[src/lsq_macros.svh]
// queue depth must stay a power of two equal to 2**LSQ_ID_W; memory only decodes address bits 11:2
`ifndef LSQ_MACROS_SVH
`define LSQ_MACROS_SVH

// queue geometry
// 16 entries, ids wrap naturally in 4 bits
`define LSQ_DEPTH 16
`define LSQ_ID_W  4

// data and address width
`define WORD_W 32

// data memory, 1024 words = 4 KB
`define MEM_WORDS 1024
`define MEM_IDX_W 10

// completion latency in cycles, counted from the edge that samples the request
// odd word index
`define FAST_LAT 1
// even word index
`define SLOW_LAT 3

`endif

[src/lsq_pkg.sv]
// shared queue types; register and predicate tags are fixed at 4 bits, not tied to the macros
`include "lsq_macros.svh"

package lsq_pkg;

  // plain vectors
  typedef logic [`WORD_W-1:0]   word_t;
  typedef logic [`LSQ_ID_W-1:0] lsq_id_t;
  typedef logic [3:0]           reg_tag_t;
  typedef logic [3:0]           pred_tag_t;

  // core request, qualified by the rd or wr strobe
  typedef struct packed {
    word_t     addr;
    word_t     data;
    reg_tag_t  wb;
    pred_tag_t pred;
  } core_req_t;

  // request to the data cache, rw high for a store
  typedef struct packed {
    logic    valid;
    logic    rw;
    lsq_id_t id;
    word_t   addr;
    word_t   data;
  } mem_req_t;

  // completion from the data cache, data is 0 for stores
  typedef struct packed {
    logic    valid;
    lsq_id_t id;
    word_t   data;
  } mem_resp_t;

  // allocation record, fills the tag side of an entry
  typedef struct packed {
    logic      valid;
    lsq_id_t   id;
    logic      rw;
    reg_tag_t  wb;
    pred_tag_t pred;
  } alloc_t;

  // retired entry going back to the core
  typedef struct packed {
    logic      rw;
    word_t     data;
    reg_tag_t  wb;
    pred_tag_t pred;
  } retire_t;

endpackage

[src/lsq_issue.sv]
// strobes while full are dropped silently; core must watch o_full, rd and wr must not both be set
`include "lsq_macros.svh"

module lsq_issue import lsq_pkg::*; (
  input  logic      clk,
  input  logic      rst,
  input  logic      i_mem_rd,
  input  logic      i_mem_wr,
  input  core_req_t i_req,
  input  logic      i_ret_done,
  output mem_req_t  o_mem_req,
  output alloc_t    o_alloc,
  output logic      o_full,
  output logic      o_empty
);

  // occupancy needs one extra bit to hold the full count
  logic [`LSQ_ID_W:0] occ;
  lsq_id_t            tail_ptr;
  logic               accept;

  // a request is taken only when there is room
  assign accept = (i_mem_rd || i_mem_wr) && !o_full;

  // tail pointer and occupancy
  always_ff @(posedge clk) begin
    if (rst) begin
      tail_ptr <= '0;
      occ      <= '0;
    end else begin
      if (accept) begin
        // wrap at the queue depth
        if (tail_ptr == lsq_id_t'(`LSQ_DEPTH - 1)) begin
          tail_ptr <= '0;
        end else begin
          tail_ptr <= tail_ptr + 1'b1;
        end
      end
      // issue and retire in the same cycle cancel out
      case ({accept, i_ret_done})
        2'b10:   occ <= occ + 1'b1;
        2'b01:   occ <= occ - 1'b1;
        default: occ <= occ;
      endcase
    end
  end

  // valid strobes, one cycle after the core strobe
  always_ff @(posedge clk) begin
    if (rst) begin
      o_mem_req.valid <= 1'b0;
      o_alloc.valid   <= 1'b0;
    end else begin
      o_mem_req.valid <= accept;
      o_alloc.valid   <= accept;
    end
  end

  // payload, both records carry the tail id
  always_ff @(posedge clk) begin
    o_mem_req.rw   <= i_mem_wr;
    o_mem_req.id   <= tail_ptr;
    o_mem_req.addr <= i_req.addr;
    o_mem_req.data <= i_req.data;
    o_alloc.id     <= tail_ptr;
    o_alloc.rw     <= i_mem_wr;
    o_alloc.wb     <= i_req.wb;
    o_alloc.pred   <= i_req.pred;
  end

  // levels straight from the counter
  assign o_full  = (occ == (`LSQ_ID_W+1)'(`LSQ_DEPTH));
  assign o_empty = (occ == '0);

endmodule

[config.mk]
export PLATFORM = sky130hd
export DESIGN_NAME = lsq_issue
export DESIGN_NICKNAME = d
export VERILOG_FILES = /design/src/lsq_pkg.sv /design/src/lsq_issue.sv
export VERILOG_INCLUDE_DIRS = /design/src
export SDC_FILE = /design/constraint.sdc
export NUM_CORES = 1
export LEC_CHECK = 0
export BUFFER_PORTS_ARGS = -buffer_cell sky130_fd_sc_hd__buf_2
export CORE_ASPECT_RATIO = 0.7
export CORE_MARGIN = 2
export CORE_UTILIZATION = 39
export DETAILED_ROUTE_END_ITERATION = 12
export PLACE_DENSITY = 0.83
export SLEW_MARGIN = 0
export SYNTH_ARGS = -nofsm -noshare
export SYNTH_HDL_FRONTEND = slang
export SYNTH_SLANG_ARGS = --single-unit
[constraint.sdc]
create_clock -name clk -period 2.84 [get_ports clk]
set_input_delay 0.284 -clock clk [delete_from_list [all_inputs] [get_ports clk]]
set_output_delay 0.284 -clock clk [all_outputs]
set_load 0.03 [all_outputs]
Word-level counts from Yosys, hierarchy flattened
Cells that the tools add are included.

Add/subtract/negate cells: 3. Eq/ne operators: 4. Mux-type cells: 2. Reductions and logical operators: 5.

Operators with widths (number): $pmux 5 s2 (1); $add 5x1->5 const B (1); $eq 5x5->1 const B (1); $logic_not 5->1 (1); $sub 5x1->5 const B (1); $add 4x1->4 const B (1); $eq 4x4->1 const B (1); $mux 4 (1); $eq 2x1->1 const B (1); $eq 2x2->1 const B (1); $reduce_bool 2->1 (1); $logic_and 1x1->1 (1); $logic_not 1->1 (1); $logic_or 1x1->1 (1).

Register bits after elaboration: 87. Input bits: 77. Output and inout bits: 86. Word-level logic and storage cells: 23.

Logic depth before layout (Yosys ltp)
Depth in word-level cells: 5. Mapped depth: 10.

Least setup slack after synthesis
OpenSTA, ideal clock, no wires.

Path kind: flip-flop to flip-flop. Start: reg occ[0]. End: reg occ[4]. Arrival: 2.365 ns. Data required time: 2.717 ns. Setup slack: 0.352 ns. Cell stages (with the launch flop): 11. Path buffers: 0. Path through: dfxtp_1 > nor4_4 > a21oi_2 > inv_2 > ha_1 > inv_1 > fa_1 > nand2b_1 > a21oi_1 > mux2i_1 > mux2_1.

Longest elaborated chain between the ends: 5.

RTL lines: start: declaration (RTL line lsq_issue.sv:18) `` logic [`LSQ_ID_W:0] occ; ``; start signal: assignment (RTL line lsq_issue.sv:41) `2'b10: occ <= occ + 1'b1;`; start signal: assignment (RTL line lsq_issue.sv:42) `2'b01: occ <= occ - 1'b1;`; $eq 5x5->1 (RTL line lsq_issue.sv:72) `` assign o_full = (occ == (`LSQ_ID_W+1)'(`LSQ_DEPTH)); ``; $logic_not 1->1 (RTL line lsq_issue.sv:23) `assign accept = (i_mem_rd || i_mem_wr) && !o_full;`; $logic_and 1x1->1 (RTL line lsq_issue.sv:23); $eq 2x1->1 / $eq 2x2->1 (equally long branches) (RTL line lsq_issue.sv:40) `case ({accept, i_ret_done})`; $pmux 5 s2 / $reduce_bool 2->1 (equally long branches).

Several ways; a longest one is shown, not always the timed one. A chain may end at the register's enable or synchronous reset.

Final worst setup path
Start: reg occ[3]. End: reg occ[4].

The elaborated chain is that of the path after synthesis.

==> results.md <==
Power:
- Of the total power, the clock network draws 0.324.
- Of the total power, combinational logic draws 0.153.
- The analysis attributes to cell leakage a power of 1.66 nW.
- The net switching power is 0.680 mW.
- The share of total power dissipated in sequential elements is 0.523.
- VDD sags by at most 0.000606 V.
- The power per standard cell area is 786 nW/µm².
- The internal power is 1.87 mW.
- The share of total power consumed by net switching is 0.267.

Yosys:
- By area the synthesized netlist is led by sky130_fd_sc_hd__dfxtp_1 (80%), sky130_fd_sc_hd__ha_1 (2.9%), sky130_fd_sc_hd__nor2_1 (2.7%).
- The share of synthesized cell area in full adder, half adder and majority cells is 0.0378.
- The xor/xnor cell area share of the yosys netlist is 0.0120.
- The number of nets in the synthesized netlist is 235.
- The post-synthesis cell area is 2190 µm².
- Of the total synthesized cell area, the portion taken by AND, OR, NAND and NOR gates is 0.0664.
- Of the synthesized area, sequential elements account for 0.797.
- The Yosys step of the flow raised 0 warnings.
- Synthesis instantiated 28 different standard cells from the library.
- The cell count after synthesis came out at 152.
- The compound-gate portion of the synthesized area is 0.0338.
- Of the post-synthesis cell area, the part taken by muxes is 0.0189.
- The synthesized design contains 87 register bits.
- The top cell type's share of synthesized area is 0.797.
- The synthesized area divided by synthesized cell count is 14.4 µm².
- By area, the combinational part of the netlist is dominated by simple AND/OR/NAND/NOR gates.
- The largest area contributor in the netlist is sky130_fd_sc_hd__dfxtp_1.

Die:
- The placeable core region is 5310 µm².
- The width of the die is 93.5 µm.
- The effective utilization at floorplan is 0.411.
- Row generation in the floorplan step produced 22 rows.
- The area enclosed by the die boundary is 6230 µm².
- 163 I/O pins were placed.
- The y dimension of the die is 66.6 µm.

Worst setup path:
- The stage delay of the slowest cell on the critical path is 0.39 ns.
- The highest net fanout along the worst path is 5.
- By startpoint and endpoint, the worst setup path is classified as register to register.
- Data arrives at the worst endpoint at 2.86 ns.
- The kind of start point of the critical path is a register.
- The signal on the critical path passes through nor4_4, a21oi_2, inv_2, ha_2, inv_1, fa_1, nand2b_1, a21oi_1, mux2i_1, mux2_1.
- At the worst endpoint, the required time is 3.06 ns.
- The nature of the critical path endpoint is a register.
- The total buffers and inverters traversed by the critical path is 2.
- The slowest stage of the critical path is the sky130_fd_sc_hd__fa_1 cell.
- The kind of cell with the highest combined delay along the critical path is adder cells.

Timing:
- The count of final hold-check violations is 0.
- Setup repair after global routing left no endpoint under its margin.
- The setup-violating endpoint count in the final report is 0.
- In this run the tightest slew margin relative to its limit is 0.792.
- Summed over all failing endpoints, the final setup total negative slack is 0 ns.
- The final cycle utilization of the critical path is 0.931.
- The maximum clock skew at final layout is 0.00899 ns.
- The worst-margin pin slew is 0.312 ns.
- The number of pins exceeding their max-slew limit in the final report is 0.
- The post-route minimum period is 2.64 ns.
- The highest attainable clock frequency is 378 MHz.

Route:
- Dividing the detail-routed via count by the number of cells gives 4.05.
- The post-route antenna net violation count is 0.
- The vias after detailed routing is 1,596.
- Wires add up to 4610 µm.
- The first routing iteration left 19 violations.
- The first-pass detailed-route iteration total is 4.
- In the routed design, unresolved DRC markers number 0.
- Dividing the detail-routed wire length by the instance count gives 11.7 µm.

Finish:
- For this run, the post-layout net count is 401.
- In the final layout, the share of cells above drive strength 1 is 0.565.
- For this run, the share of the core covered by cells in the final layout is 0.610.
- The repair_antennas step left the layout with diodes totalling 0.
- In the layout the commonest cells are sky130_fd_sc_hd__buf_2 (162), sky130_fd_sc_hd__dfxtp_1 (87), sky130_fd_sc_hd__nor2_1 (16).
- The area of combinational cells with multiple inputs is 372 µm².
- The area of all sequential standard cells is 1740 µm².
- The area growth from synthesis to layout is 48.2%.
- Leaving out fill and tap cells, the most frequent cell in the layout is sky130_fd_sc_hd__buf_2.
- The layout has 456 filler cells.

Global routing:
- The initial antenna violation count was 0.
- The number of global-route vias before repair is 1,509.
- The first global-routing pass estimated 6530 µm of wire.
- Entering global routing, the biggest net connects 15 pins.
- The overall routing resource usage is 0.144.
- For this run the aggregate overflow at the end of global routing stands at 0.

Job:
- The reported max-cap violation count is 0.

Placed design:
- The final weighted congestion in routability-driven placement is 0.864.
- Detailed placement ended at an HPWL of 3770 µm.
- The count of buffers inserted at the top-level ports is 162.

Clocking:
- The number of buffers on the longest clock path is 2.
- The total clock buffers created by CTS is 9.
- The number of levels the H-tree was split into is 3.
- Buffers inserted to repair hold after CTS numbered 0.
- The root buffer cell is sky130_fd_sc_hd__clkbuf_8.
- Clock latency on the worst-skew pair, taken at its later pin, is 0.33 ns.
- TritonCTS built the clock tree.
- The clock transition at the registers of the reported paths is 0.08 ns.
- The number of sinks on the clock net is 87.

Hold path:
- The worst hold path belongs to the class primary input to register.

Outcome:
- The flow ran to the end, and the final reports show no timing, DRC or antenna violations.
power by group through the flow:
stage | registers [mW] | logic (mW) | clock network [mW]
after floorplan | 1.48 | 0.126 | 0
after global placement | 1.36 | 0.377 | 0
after detailed placement | 1.36 | 0.385 | 0
after CTS | 1.33 | 0.385 | 0.854
after global routing | 1.34 | 0.417 | 0.912
final | 1.33 | 0.389 | 0.826
layer usage:
layer	vias to the layer above	track usage	share of wire
li1	814	-	-
met2	82	0.244	0.52
met3	4	0.0894	0.11
met4	0	0.0551	0.0072
met1	696	0.144	0.36
met5	-	0	0
synthesized netlist by cell type:
cell type,n
sky130_fd_sc_hd__a31oi_1,1
sky130_fd_sc_hd__buf_4,6
sky130_fd_sc_hd__mux2_1,1
sky130_fd_sc_hd__nor2b_1,2
sky130_fd_sc_hd__xnor2_1,1
sky130_fd_sc_hd__a21oi_1,4
sky130_fd_sc_hd__nor2_1,16
sky130_fd_sc_hd__and2_1,1
sky130_fd_sc_hd__inv_1,5
sky130_fd_sc_hd__xor2_1,2
sky130_fd_sc_hd__nor4bb_1,1
sky130_fd_sc_hd__inv_2,1
sky130_fd_sc_hd__mux2i_1,3
sky130_fd_sc_hd__a211oi_1,1
sky130_fd_sc_hd__a21o_1,1
sky130_fd_sc_hd__nand2_1,3
sky130_fd_sc_hd__clkbuf_1,2
sky130_fd_sc_hd__or3_1,1
sky130_fd_sc_hd__nand2b_1,1
sky130_fd_sc_hd__a31o_1,1
sky130_fd_sc_hd__nor4_1,1
sky130_fd_sc_hd__ha_1,5
sky130_fd_sc_hd__fa_1,1
sky130_fd_sc_hd__nor4_4,1
sky130_fd_sc_hd__nor3_1,1
sky130_fd_sc_hd__a21oi_2,1
sky130_fd_sc_hd__dfxtp_1,87
sky130_fd_sc_hd__a311oi_2,1
stage by stage:
stage | hold slack, ns | setup WS [ns] | total power, mW | instances | area, µm²
final | 0.0413 | 0.197 | 2.55 | 394 | 3240
after floorplan | 0.312 | 0.352 | 1.61 | 152 | 2190
after detailed placement | 0.382 | 0.146 | 1.75 | 378 | 3030
after CTS | 0.0210 | 0.133 | 2.57 | 393 | 3230
after global routing | 0.00805 | 0.0330 | 2.67 | 394 | 3240
after global placement | 0.377 | 0.259 | 1.73 | 378 | 3030
what timing repair did:
action / 4_1_cts / 5_1_grt
gates resized for setup: 0 / 1
setup endpoints to repair: 0 / 1
buffers inserted: 0 / 1
cells by family (layout without fill, tap and decap cells):
family                     after synthesis  in the layout
buffers and inverters                   14            184
xor gates and xnor gates                 3              3
muxes                                    4              4
adders and majority gates                6              6
DFF                                     87             87
and+or+nand+nor                         28             28
AOI/OAI and AO/OA                       10             10
path summary, 6_finish.rpt:
check / to / startpoint / slack (ns) / cells past startpoint
min reg2reg: o_alloc[10]$_DFF_P_ / tail_ptr[1]$_SDFFE_PP0P_ / 0.38 / 0
min: o_mem_req[52]$_DFF_P_ / i_req[60] / 0.04 / 1
max: occ[4]$_SDFFE_PP0P_ / occ[3]$_SDFFE_PP0P_ / 0.20 / 10
max reg2reg: occ[4]$_SDFFE_PP0P_ / occ[3]$_SDFFE_PP0P_ / 0.20 / 10
registers in the layout, indices dropped and copies added, names as in the netlist:
| register | count |
|---|---|
| o_alloc | 14 |
| o_mem_req | 64 |
| occ | 5 |
| tail_ptr | 4 |
worst register-to-register path: stages, from the launching register on:
cell                       delay, ns
sky130_fd_sc_hd__dfxtp_1        0.36
sky130_fd_sc_hd__nor4_4         0.36
sky130_fd_sc_hd__a21oi_2        0.17
sky130_fd_sc_hd__inv_2          0.08
sky130_fd_sc_hd__ha_2           0.21
sky130_fd_sc_hd__inv_1          0.08
sky130_fd_sc_hd__fa_1           0.39
sky130_fd_sc_hd__nand2b_1       0.16
sky130_fd_sc_hd__a21oi_1        0.16
sky130_fd_sc_hd__mux2i_1        0.22
sky130_fd_sc_hd__mux2_1         0.33
cell type report:
cell class | instances | area share
sequential | 87 | 0.538
timing repair buffer | 163 | 0.253
multi-input combinational | 51 | 0.115
clock buffer | 11 | 0.0436
tap | 72 | 0.0278
clock inverter | 4 | 0.0166
inverter | 6 | 0.00695
(Power assumes the default switching activity.)
