[src/lsq_macros.svh]
// queue depth must stay a power of two equal to 2**LSQ_ID_W; memory only decodes address bits 11:2
`ifndef LSQ_MACROS_SVH
`define LSQ_MACROS_SVH

// queue geometry
// 16 entries, ids wrap naturally in 4 bits
`define LSQ_DEPTH 16
`define LSQ_ID_W  4

// data and address width
`define WORD_W 32

// data memory, 1024 words = 4 KB
`define MEM_WORDS 1024
`define MEM_IDX_W 10

// completion latency in cycles, counted from the edge that samples the request
// odd word index
`define FAST_LAT 1
// even word index
`define SLOW_LAT 3

`endif

[src/lsq_pkg.sv]
// shared queue types; register and predicate tags are fixed at 4 bits, not tied to the macros
`include "lsq_macros.svh"

package lsq_pkg;

  // plain vectors
  typedef logic [`WORD_W-1:0]   word_t;
  typedef logic [`LSQ_ID_W-1:0] lsq_id_t;
  typedef logic [3:0]           reg_tag_t;
  typedef logic [3:0]           pred_tag_t;

  // core request, qualified by the rd or wr strobe
  typedef struct packed {
    word_t     addr;
    word_t     data;
    reg_tag_t  wb;
    pred_tag_t pred;
  } core_req_t;

  // request to the data cache, rw high for a store
  typedef struct packed {
    logic    valid;
    logic    rw;
    lsq_id_t id;
    word_t   addr;
    word_t   data;
  } mem_req_t;

  // completion from the data cache, data is 0 for stores
  typedef struct packed {
    logic    valid;
    lsq_id_t id;
    word_t   data;
  } mem_resp_t;

  // allocation record, fills the tag side of an entry
  typedef struct packed {
    logic      valid;
    lsq_id_t   id;
    logic      rw;
    reg_tag_t  wb;
    pred_tag_t pred;
  } alloc_t;

  // retired entry going back to the core
  typedef struct packed {
    logic      rw;
    word_t     data;
    reg_tag_t  wb;
    pred_tag_t pred;
  } retire_t;

endpackage

[src/lsq_retire.sv]
// retires strictly in id order, one per cycle, no back-pressure; an id is never reallocated early
`include "lsq_macros.svh"

module lsq_retire import lsq_pkg::*; (
  input  logic      clk,
  input  logic      rst,
  input  alloc_t    i_alloc,
  input  mem_resp_t i_resp_fast,
  input  mem_resp_t i_resp_slow,
  output logic      o_ret_valid,
  output retire_t   o_ret,
  output logic      o_ret_done
);

  // per-entry state
  logic [`LSQ_DEPTH-1:0] done;
  logic                  rw_q   [`LSQ_DEPTH];
  word_t                 data_q [`LSQ_DEPTH];
  reg_tag_t              wb_q   [`LSQ_DEPTH];
  pred_tag_t             pred_q [`LSQ_DEPTH];

  // oldest outstanding entry
  lsq_id_t head_ptr;
  logic    head_ready;

  assign head_ready = done[head_ptr];

  // tag side, written once per allocation
  always_ff @(posedge clk) begin
    if (i_alloc.valid) begin
      rw_q[i_alloc.id]   <= i_alloc.rw;
      wb_q[i_alloc.id]   <= i_alloc.wb;
      pred_q[i_alloc.id] <= i_alloc.pred;
    end
  end

  // data side, both ports can land in the same cycle
  // their ids never match, so two writes are safe
  always_ff @(posedge clk) begin
    if (i_resp_fast.valid) begin
      data_q[i_resp_fast.id] <= i_resp_fast.data;
    end
    if (i_resp_slow.valid) begin
      data_q[i_resp_slow.id] <= i_resp_slow.data;
    end
  end

  // done flags, head pointer and retire strobe
  always_ff @(posedge clk) begin
    if (rst) begin
      done        <= '0;
      head_ptr    <= '0;
      o_ret_valid <= 1'b0;
    end else begin
      o_ret_valid <= head_ready;
      if (i_resp_fast.valid) begin
        done[i_resp_fast.id] <= 1'b1;
      end
      if (i_resp_slow.valid) begin
        done[i_resp_slow.id] <= 1'b1;
      end
      // the head is already complete, so no port targets it here
      if (head_ready) begin
        done[head_ptr] <= 1'b0;
        if (head_ptr == lsq_id_t'(`LSQ_DEPTH - 1)) begin
          head_ptr <= '0;
        end else begin
          head_ptr <= head_ptr + 1'b1;
        end
      end
    end
  end

  // retire payload, only meaningful while o_ret_valid is high
  always_ff @(posedge clk) begin
    if (head_ready) begin
      o_ret <= '{
        rw:   rw_q[head_ptr],
        data: data_q[head_ptr],
        wb:   wb_q[head_ptr],
        pred: pred_q[head_ptr]
      };
    end
  end

  // the issue side counts down on every retire
  assign o_ret_done = o_ret_valid;

endmodule

[config.mk]
export PLATFORM = sky130hd
export DESIGN_NAME = lsq_retire
export DESIGN_NICKNAME = d
export VERILOG_FILES = /design/src/lsq_pkg.sv /design/src/lsq_retire.sv
export VERILOG_INCLUDE_DIRS = /design/src
export SDC_FILE = /design/constraint.sdc
export NUM_CORES = 1
export LEC_CHECK = 0
export BUFFER_PORTS_ARGS = -buffer_cell sky130_fd_sc_hd__buf_2
export CAP_MARGIN = 10
export CORE_ASPECT_RATIO = 1.2
export CORE_MARGIN = 2
export CORE_UTILIZATION = 35
export CTS_BUF_LIST = sky130_fd_sc_hd__clkbuf_8 sky130_fd_sc_hd__clkbuf_16
export CTS_CLUSTER_DIAMETER = 150
export DETAILED_ROUTE_END_ITERATION = 6
export PLACE_DENSITY_LB_ADDON = 0.05
export SETUP_SLACK_MARGIN = 0.1
export SLEW_MARGIN = 20
export SYNTH_ARGS = -nofsm -noshare
export SYNTH_HDL_FRONTEND = slang
export SYNTH_SLANG_ARGS = --single-unit
export TNS_END_PERCENT = 50
[constraint.sdc]
create_clock -name clk -period 12.25 [get_ports clk]
set_input_delay 2.45 -clock clk [delete_from_list [all_inputs] [get_ports clk]]
set_output_delay 2.45 -clock clk [all_outputs]
set_load 0.1 [all_outputs]
Yosys cells after proc, flatten, opt, wreduce, memory -nomap -nowiden
Memories as Yosys holds them, arrays and structs flattened. A register that Yosys moved wholly into a read port is not among the register bits.
Index checks and enable logic that the tools add are counted.
{ "totals": {"regBits": 21, "ramBits": 656, "inputBits": 90, "out_inout_bits": 43, "elab_cells": 42, "memories": 4} }
{ "classes": {"add_sub_neg": 1, "order_cmp": 6, "n_eq_ne": 1, "mux": 20, "bitwise_logic": 4, "n_reduce_logical": 3} }
{ "mem_list": {"columns": ["memory", "words", "width", "read_ports", "rd_ports_with_merged_regs", "write_ports", "line_no", "source"], "rows": [
  ["data_q", 16, 32, 1, 1, 2, "lsq_retire.sv:18", "word_t data_q [`LSQ_DEPTH];"],
  ["pred_q", 16, 4, 1, 1, 1, "lsq_retire.sv:20", "pred_tag_t pred_q [`LSQ_DEPTH];"],
  ["wb_q", 16, 4, 1, 1, 1, "lsq_retire.sv:19", "reg_tag_t wb_q [`LSQ_DEPTH];"],
  ["rw_q", 16, 1, 1, 1, 1, "lsq_retire.sv:17", "logic rw_q [`LSQ_DEPTH];"]
]} }
{ "ops": {"columns": ["cell", "n"], "rows": [
  ["two-way mux 16 bit", 5],
  ["OR 16 bit", 2],
  ["AND 16 bit", 1],
  ["NOT 16 bit", 1],
  ["less-than comparator 4 x 5 -> 1 bit, second input constant", 3],
  ["demux 1 bit (select 4 bit)", 3],
  [">= comparator 4 x 1 -> 1 bit, second input constant", 3],
  ["two-way mux 1 bit", 10],
  ["adder 4 x 1 -> 4 bit, second input constant", 1],
  ["binary-select mux 1 bit (select 4 bit)", 1],
  ["equality test 4 bit, second input constant", 1],
  ["two-way mux 4 bit", 1],
  ["logical AND 1 bit", 3]
]} }

Depth between registers and ports, before layout
Gate-level depths: netlist of the first run.
{ "logic_depth": {"word_depth": 12, "ltp_mapped": 7, "mapped_depth_nobuf": 4} }

Least setup slack after synthesis of the first run
Ideal clock, no wire load.
{ "synth_timing": {"kind": "input to register", "startpoint": "input i_resp_fast[34] in the netlist's numbering", "endpoint": "memory data_q[3][0] in the netlist's numbering (enable)", "setup_time_ns": 0.468, "t_arrival_ns": 5.306, "required_time_ns": 11.782, "slack_ns": 6.476, "path_stages": 2, "cell_sequence": "or3b_2 -> o21ai_0"} }
{ "synth_lines": {"columns": ["item", "line_no", "source"], "rows": [
  ["start, declared", "lsq_retire.sv:8", "input mem_resp_t i_resp_fast,"],
  ["end, declared", "lsq_retire.sv:18", null]
]} }

Worst setup path after layout of the first run
{ "layout_timing": {"startpoint": "register head_ptr[1]", "endpoint": "register o_ret[25] (netlist name)"} }
{ "layout_between": {"elab_chain_len": 2} }
{ "layout_rtl": {"columns": ["item", "line_no", "source"], "rows": [
  ["start, declared", "lsq_retire.sv:23", "lsq_id_t head_ptr;"],
  ["start signal, assigned", "lsq_retire.sv:68", "head_ptr <= head_ptr + 1'b1;"],
  ["binary-select mux 1 bit (select 4 bit)", "lsq_retire.sv:26", "assign head_ready = done[head_ptr];"],
  ["two-way mux 1 bit (implied by the code)", "lsq_retire.sv:26", null],
  ["named net head_ready", "lsq_retire.sv:24", "logic head_ready;"]
]} }
The timed path passes the listed nets, and every way through them passes these cells. The select of a mux whose other input is x is not followed.
A chain may end at the register's enable or synchronous reset.

==> results.md, run 1 <==
- Die Width: 287 um
- CTS-repair resized insts: 0
- Io pins: ~130
- Synth area leader: edfxtp_1
- Dominant cells by area after synthesis: edfxtp_1 62%, mux2_2 17%, mux4_2 14%
- Detail Placement HPWL: about 57000 um
- Critical path origin: head_ptr[1]
- WHS Endpoint: done[6]
- # fillers: between 8000 and 9000
- Hold path cells: 2
- Power density over cell area: 149 nW/um2
- Clk Latency, worst-skew pair: 640 ps
- Total track usage: 20.2%
- Core Util, Final: 40.4%
- Register area: 21400 um2
- Distinct cells, synth: 40
- Multi-input logic area: 11800 um2
- Routed len/inst: 31.0 um
- Mapped cell area: about 34000 um2
- Die height: 343 um
- Highest ir drop seen on vdd: 0.0000924 V
- Top-count cell post-synth: edfxtp_1
- Layout cell share with drive strength beyond 1: 55.0%
- Leakage power: 12.2 nW
- Synth Flop Type: edfxtp_1
- Kind of critical path: flip-flop to flip-flop
- RSZ-0062 raised after global routing: no
- # rows: 124
- Hold-fix buffers, CTS: 0
- Nets@finish: 1959
- Final wirelength: between 90000 and 100000 um
- Final Critical Period: 4850 ps
- Die footprint: 98600 um2
- Vias in the first global route: 18893
- Rel. slew slack: 30.9%
- Starting Density: 35.3%
- Worst R2R Setup Slack: 7400 ps
- Synthesized net count: 1857
- Setup Viol. Count Final: 0
- CTS tree: built
- H-Tree Depth: 3
- Fin. max-slew vios: 0
- Final Cycle Share: 39.6%
- Post-synth top cells: 697 x edfxtp_1, 498 x mux2_2, 211 x mux4_2, 93 x clkbuf_1, 54 x buf_2
- Min-delay worst type: flip-flop to flip-flop
- Post-Route Setup TNS: 0 ps
- Clock Skews: 17.3 ps
- Post-synth EDFFs: between 600 and 700
- Gr ovfl total: 0
- Cells after synthesis: 1763
- I/O Buffers: 132
- Number of buffers created by CTS: 83
- FF-to-FF End: o_ret[25]
- Clk sink count: 718
- Worst reg2reg startpoint: head_ptr[1]
- TritonRoute pass-1 iters: 5
- Achievable Freq: 206 MHz
- Clock-pin slew on the worst setup and hold paths: approximately 60 ps
- Ys async rst share: 0%
- Root Buffer: clkbuf_16
- DRC viols: 0
- Status: finished, final reports clean
- Core Area: 95300 um2
- Clk buf depth: 3
- Routed Antenna Nets: 0
- Via count of the routed design: 17605
- WP data required: about 13000 ps
- Final-report hold violation count: 0
- Synth warnings: 0
- Largest net degree at the start of global routing: 97
- Post CTS Setup Buffer Count: 0
- RePlAce Congestion: 0.721
- Avg Cell Area, Syn: 19.1 um2
- First-pass GRT wire length: 142000 um
- Synthesis-stage register bit count: 718
- Hold Startpoint: done[6]
- Sequential area share after synthesis: 63.5%
- Max Cap Viol: 0
- Startpoint Class: flip-flop
- Worst path arrival time: 5130 ps
- Share of the synthesized area in the top cell type: 62.3%
- Worst r2r path cells: 7
- Initial antenna violation count: 9
- Synthesis-to-layout area growth: 14.5%
- Vias per cell: roughly 5.5
- CP Capture Type: flip-flop
- DR iter-0 viols: 1360
- CP max FO: 58
- Actual slew at the worst max-slew pin: slightly above 1000 ps
flip-flops by register name, indices dropped and copies added, names as in the netlist:
name        cells
data_q        512
done           16
head_ptr        4
o_ret          41
o_ret_done      1
pred_q         64
rw_q           16
wb_q           64
worst max-delay path by stage:
stage / slack [ps] / end
2_1_floorplan: 6480 / data_q[3][0]
3_3_place_gp: 7190 / data_q[15][3]
3_5_place_dp: 7160 / data_q[15][15]
4_1_cts: 7260 / o_ret[25]
5_1_grt: 7190 / o_ret[25]
6_report: 7400 / o_ret[25]
where the power goes:
group | switching [mW] | internal [mW] | leakage (nW)
Combinational | 0.239 | 0.176 | 4.32
Sequential | 0.0268 | 2.79 | 6.50
Clock | 1.03 | 1.46 | 1.38
Total | 1.29 | 4.43 | 12.2
area by class of cell:
cell class / count / area share, %
inverters: 6 / 0.0650
clock buffers: 87 / 5.60
well taps: 1260 / 4.09
clock inverters: 62 / 1.42
multi-input cells: 871 / 30.5
flip-flops and latches: 718 / 55.5
repair buffers: 185 / 2.78
diodes: 3 / 0.0195
per-stage QoR:
| stage | hold WS, ps | area [um2] | power [mW] | cells | setup WS [ps] |
|---|---|---|---|---|---|
| final | 521 | 38500 | 5.72 | 3192 | 7400 |
| after global routing | 546 | 38500 | 5.91 | 3190 | 7190 |
| after CTS | 518 | 38500 | 5.80 | 3189 | 7260 |
| after detailed placement | 510 | 35800 | 3.29 | 3040 | 7160 |
| after global placement | 507 | 35800 | 3.28 | 3040 | 7190 |
| after floorplan | 483 | 33600 | 3.14 | 1763 | 6480 |
logic make-up after synthesis:
family	share of synthesized area, %
buf+inv	2.40
simple gates	1.35
fa+ha+maj	0.149
compound gates	0.949
flops	63.5
mux	31.6
layout by cell type (no fill, tap or decap), drive strengths merged:
master / netlist / layout
inv: 6 / 23
nor2: 33 / 33
a41oi: 1 / 1
nand2b: 7 / 7
and3b: 1 / 1
clkinvlp: 0 / 2
nor2b: 4 / 4
o21ai: 8 / 8
dfxtp: 21 / 21
or3b: 3 / 3
a221oi: 3 / 3
diode: 0 / 3
a31oi: 1 / 1
ha: 4 / 4
and3: 3 / 3
mux4: 211 / 211
buf: 75 / 185
a211oi: 7 / 7
a22o: 1 / 1
nand4: 2 / 2
nor3: 7 / 7
nand2: 14 / 14
nor3b: 2 / 2
nand3b: 7 / 7
mux2i: 5 / 5
and2: 1 / 1
nand3: 3 / 3
edfxtp: 697 / 697
a22oi: 1 / 1
a21oi: 3 / 3
clkbuf: 93 / 87
o211a: 8 / 8
o22ai: 10 / 10
mux2: 518 / 518
or2: 3 / 3
clkinv: 0 / 34
bufinv: 0 / 9
metal layers:
layer | routed length, um | track usage, % | vias to the layer above
met4 | 2230 | 5.95 | 2
li1 | - | - | 7473
met1 | 43500 | 27.3 | 9532
met2 | 49500 | 34.4 | 459
met3 | 3870 | 2.52 | 139
met5 | 10 | 0 | -
worst max-delay path, cell delays in order, from the launching register on:
cell and delay, ps:
dfxtp_4 790, buf_4 820, buf_4 880, mux2_2 420
mux4_2 560, a21oi_4 280, inv_2 230, buf_4 340
No activity file was read; power rests on OpenSTA's default activity.
==> run 2: changes to the inputs <==
Clock period 12.25 ns to 4.5 ns, I/O delays scaled along.
==> run 2 against run 1 <==
Net effect: sequential power rose to 2.7 times the previous value; combinational power rose to 2.7 times the previous value; power grew to 2.6 times the previous value; worst setup slack worse by 6000 ps; sequential cell count stayed put; non-clock buffer count increased by 11; global-route usage fell by 0.63 points; clock power rose to 2.5 times the previous value; via count is 1.6% lower; register-to-register slack got worse by 6000 ps; worst hold slack improved by 5.5 ps; clock-buffer cell count fell by 4.
==> results.md, run 2 (synthesized netlist as in run 1, its figures left out) <==
- Via count of the routed design: 17325
- Detail Placement HPWL: 56900 um
- DR iter-0 viols: between 1000 and 1500
- I/O Buffers: 132
- Die Width: 287 um
- Commonest non-fill, non-tap cell in the layout: edfxtp_1
- Clock-pin slew on the worst setup and hold paths: ~60 ps
- Rel. slew slack: 36.3%
- RSZ-0062 raised after global routing: no
- Number of buffers created by CTS: 81
- Startpoint Class: flip-flop
- Biggest regs: data_q (512), pred_q (64), wb_q (64)
- Clk sink count: 718
- Largest net degree at the start of global routing: just under 100
- Hold-fix buffers, CTS: 0
- CTS-repair resized insts: 0
- Final wirelength: approximately 95000 um
- Achievable Freq: 325 MHz
- Register area: 21400 um2
- Final Critical Period: 3080 ps
- RePlAce Congestion: 0.736
- Worst r2r path cells: 4
- Initial antenna violation count: 10
- Critical path origin: head_ptr[1]
- Multi-input logic area: 11800 um2
- # fillers: 8608
- Final Cycle Share: about two thirds
- Kind of critical path: flip-flop to flip-flop
- Root Buffer: clkbuf_16
- CP Capture Type: flip-flop
- Power density over cell area: 392 nW/um2
- Vias in the first global route: about 19000
- Most frequent cells in the layout: 697 x edfxtp_1, 498 x mux2_2, 211 x mux4_2
- Max Cap Viol: 0
- Largest register FFs: 512
- CTS tree: built
- Gr ovfl total: 0
- Die footprint: 98600 um2
- Clock Skews: 26.7 ps
- Delay of the slowest critical-path stage: 700 ps
- Routed Antenna Nets: 0
- Highest ir drop seen on vdd: approximately 0.00026 V
- Fin. max-slew vios: 0
- Vias per cell: 5.42
- Io pins: 133
- Status: finished, final reports clean
- Worst path arrival time: 3410 ps
- Layout cell share with drive strength beyond 1: 54.7%
- TritonRoute pass-1 iters: 5
- Nets@finish: 1968
- CP endpoint: o_ret[22]
- WP data required: 4830 ps
- Post-Route Setup TNS: 0 ps
- FF-to-FF End: o_ret[22]
- Min-delay worst type: flip-flop to flip-flop
- Largest Register: data_q
- Die height: 343 um
- Hold Startpoint: done[14]
- # rows: roughly 120
- Placed cell areas: about 36000 um2
- Total track usage: 19.6%
- Post CTS Setup Buffer Count: 0
- Setup Viol. Count Final: 0
- Clk buf depth: 3
- Starting Density: between 30% and 40%
- Worst reg2reg startpoint: head_ptr[1]
- Routed len/inst: 29.8 um
- Leakage power: 12.2 nW
- Actual slew at the worst max-slew pin: between 900 and 1000 ps
- Core Area: approximately 95000 um2
- Finished Cell Area: approximately 39000 um2
- H-Tree Depth: 3
- Synthesis-to-layout area growth: 14.6%
- Critical path, cell by cell: buf_4 > buf_4 > mux4_2 > mux4_2
- Core Util, Final: 40.4%
- Worst R2R Setup Slack: 1420 ps
- CP max FO: 41
- First-pass GRT wire length: 138000 um
- Final-report hold violation count: 0
- Slowest cell on the critical path: buf_4
- Clk Latency, worst-skew pair: 630 ps
- DRC viols: 0
==> run 2: changes by cell type in the layout (fill, tap and decap cells not counted), sizes merged <==
cell and delta:
buf +11, inv +7, clkinv -6, bufinv -4
clkbuf -4, diode +1
==> run 2: critical path: cells and delay by family (launching register included) <==
family,cells,cell delay (ps)
flip-flops,1,560
multiplexers,2,1000
buffers and inverters,2,1180
==> run 2: layout make-up <==
type / count / area share [%]
Clock inverter: 59 / 1.04
Clock buffer: 83 / 5.39
Tap cell: 1260 / 4.09
Multi-Input combinational cell: 871 / 30.5
Inverter: 6 / 0.0650
Antenna cell: 4 / 0.0260
Sequential cell: 718 / 55.5
Timing Repair Buffer: 196 / 3.39
==> run 2: metal layers <==
metal	share of wire [%]	global-route usage (%)	vias up
met1	42	25.5	9364
li1	-	-	7482
met2	52	34.3	347
met4	2.1	5.23	8
met3	3.7	2.80	124
met5	0.050	0	-
==> run 2: report_power, final <==
group          leakage [nW]  total [mW]  internal, mW  switching (mW)
sequential             6.50        7.65          7.59          0.0616
combinational          4.41        1.14         0.490           0.649
clock                  1.30        6.31          3.61            2.70
==> run 2: how the worst min path moves through the flow <==
stage / endpoint / slack (ps) / cells past startpoint
final: done[14] / 530 / 1
after global routing: done[3] / 550 / 1
after CTS: done[6] / 530 / 2
after detailed placement: done[3] / 520 / 1
after global placement: done[3] / 510 / 1
after floorplan: done[14] / 480 / 1
==> run 2: stage by stage <==
stage	power [mW]	hold WS, ps	setup slack [ps]	instances
floorplan	8.54	483	276	1763
global placement	8.93	507	1180	3051
detailed placement	8.96	518	1140	3051
CTS	15.3	532	1360	3193
global route	15.7	547	1270	3194
finish	15.1	527	1420	3197
==> run 3: changes to the inputs <==
Clock period 4.5 ns to 3 ns, I/O delays scaled along.
==> run 3 against run 2 <==
Net effect: via count grew 1.3%; routed wire length up 3.7%; worst hold slack got worse by 170 ps; combinational power grew 55%; sequential share of layout area down 0.46 points; sequential power increased by 50%; cell count grew 1.2%; sequential cell count stayed put; critical path depth grew 1; register-to-register slack got worse by 860 ps; power increased by 48%.
==> results.md, run 3 (synthesized netlist as in run 1, its figures left out) <==
- Kind of critical path: flip-flop to flip-flop
- CP max FO: 23
- Leakage power: approximately 12 nW
- DRC viols: 0
- RePlAce Congestion: 0.732
- Final Cycle Share: 81.4%
- Routed len/inst: 30.6 um
- Largest net degree at the start of global routing: 78
- I/O Buffers: 132
- Placed cell areas: 36500 um2
- Final wirelength: between 90000 and 100000 um
- H-Tree Depth: 3
- Die footprint: 98600 um2
- Power Total: 22.3 mW
- Setup Viol. Count Final: 0
- Highest ir drop seen on vdd: 0.000396 V
- Clock-pin slew on the worst setup and hold paths: roughly 60 ps
- Worst r2r path cells: 5
- Internal power: around 17 mW
- DR iter-0 viols: 1334
- Layout cell share with drive strength beyond 1: 54.8%
- Status: finished, final reports clean
- Root Buffer: clkbuf_16
- Final Critical Period: 2440 ps
- Hold-fix buffers, CTS: 0
- Clk buf depth: 3
- Achievable Freq: 410 MHz
- Finished Cell Area: ~39000 um2
- Combinational power share: 7.9%
- Clk pwr share: 40.7%
- Startpoint Class: flip-flop
- Sw Share: 22.8%
- Die height: ~340 um
- Dpl ws: 344 ps
- Hold path cells: 1
- Power density over cell area: about 570 nW/um2
- # rows: 124
- Post CTS Setup Buffer Count: 0
- Via count of the routed design: 17548
- Largest register FFs: around 510
- First-pass GRT wire length: ~140000 um
- Initial antenna violation count: 9
- Largest Register: data_q
- Total track usage: 20.3%
- Detail Placement HPWL: 58900 um
- TritonRoute pass-1 iters: 5
- Commonest non-fill, non-tap cell in the layout: edfxtp_1
- Worst path arrival time: 2760 ps
- RSZ-0062 raised after global routing: no
- WP data required: 3310 ps
- Vias per cell: 5.42
- Io pins: 133
- Most frequent cells in the layout: 697 x edfxtp_1, 498 x mux2_2, 211 x mux4_2
- Routed Antenna Nets: 0
- CTS tree: built
- Max Cap Viol: 0
- Nets@finish: 2001
- Final worst slack: 558 ps
- Starting Density: 35.3%
- Net Switching: 5.09 mW
- Actual slew at the worst max-slew pin: 876 ps
- Clk Latency, worst-skew pair: 630 ps
- Clock Skews: between 10 and 15 ps
- Biggest regs: data_q (512), pred_q (64), wb_q (64)
- CTS-repair resized insts: 0
- Vias in the first global route: 19084
- Min-delay worst type: input port to flip-flop
- Clk sink count: slightly above 700
- Gr ovfl total: 0
- Rel. slew slack: 41.5%
- Fin Hold WS: 354 ps
- Power share of the sequential group: 51.4%
- Die Width: 287 um
- CP Capture Type: flip-flop
- Synthesis-to-layout area growth: 15.5%
- Fin. max-slew vios: 0
- Core Area: 95300 um2
- Number of buffers created by CTS: 78
- Final-report hold violation count: 0
[run 3: area by class of cell]
class / count / area [um2]
Multi-Input combinational cell: 871 / 11800
Tap cell: 1260 / 1580
Antenna cell: 5 / 12.5
Timing Repair Buffer: 232 / 1740
Fill cell: 8663 / 56400
Clock buffer: 83 / 2050
Clock inverter: 60 / 315
Sequential cell: 718 / 21400
Inverter: 6 / 26.3
[run 3: stage by stage]
step                      std cells  TNS (ps)  util, %
after global routing           3231         0     40.8
after detailed placement       3087         0     38.3
final                          3235         0     40.8
after floorplan                1763     -3550        -
after global placement         3087         0     38.3
after CTS                      3230         0     40.8
[run 3: power by group through the flow]
stage	combinational (mW)	sequential [mW]	clock, mW
2_1_floorplan	1.03	11.8	0
3_3_place_gp	1.77	11.7	0
3_5_place_dp	1.80	11.7	0
4_1_cts	1.80	11.5	9.38
5_1_grt	1.90	11.5	9.74
6_report	1.77	11.5	9.09
[run 3: worst max-delay path: stages (launching register included)]
cell and delay, ps:
dfxtp_4 510, mux2_1 360, mux4_2 570, a21oi_4 250, clkinv_2 80, buf_4 290
[run 3: path summary, 6_finish.rpt]
| kind | from | slack, ps | to |
|---|---|---|---|
| max | head_ptr[1] | 560 | o_ret[22] |
| min | i_alloc[2] | 350 | pred_q[4][2] |
| max reg2reg | head_ptr[1] | 560 | o_ret[22] |
| min reg2reg | done[5] | 520 | done[5] |
[run 3: metal layers]
layer	share of wire, %	vias to the layer above	wire length [um]	track usage, %
li1	-	7533	-	-
met1	43	9524	42300	26.9
met2	51	378	50500	34.9
met3	4.4	109	4400	3.36
met4	1.7	4	1700	4.69
met5	0.022	-	22	0
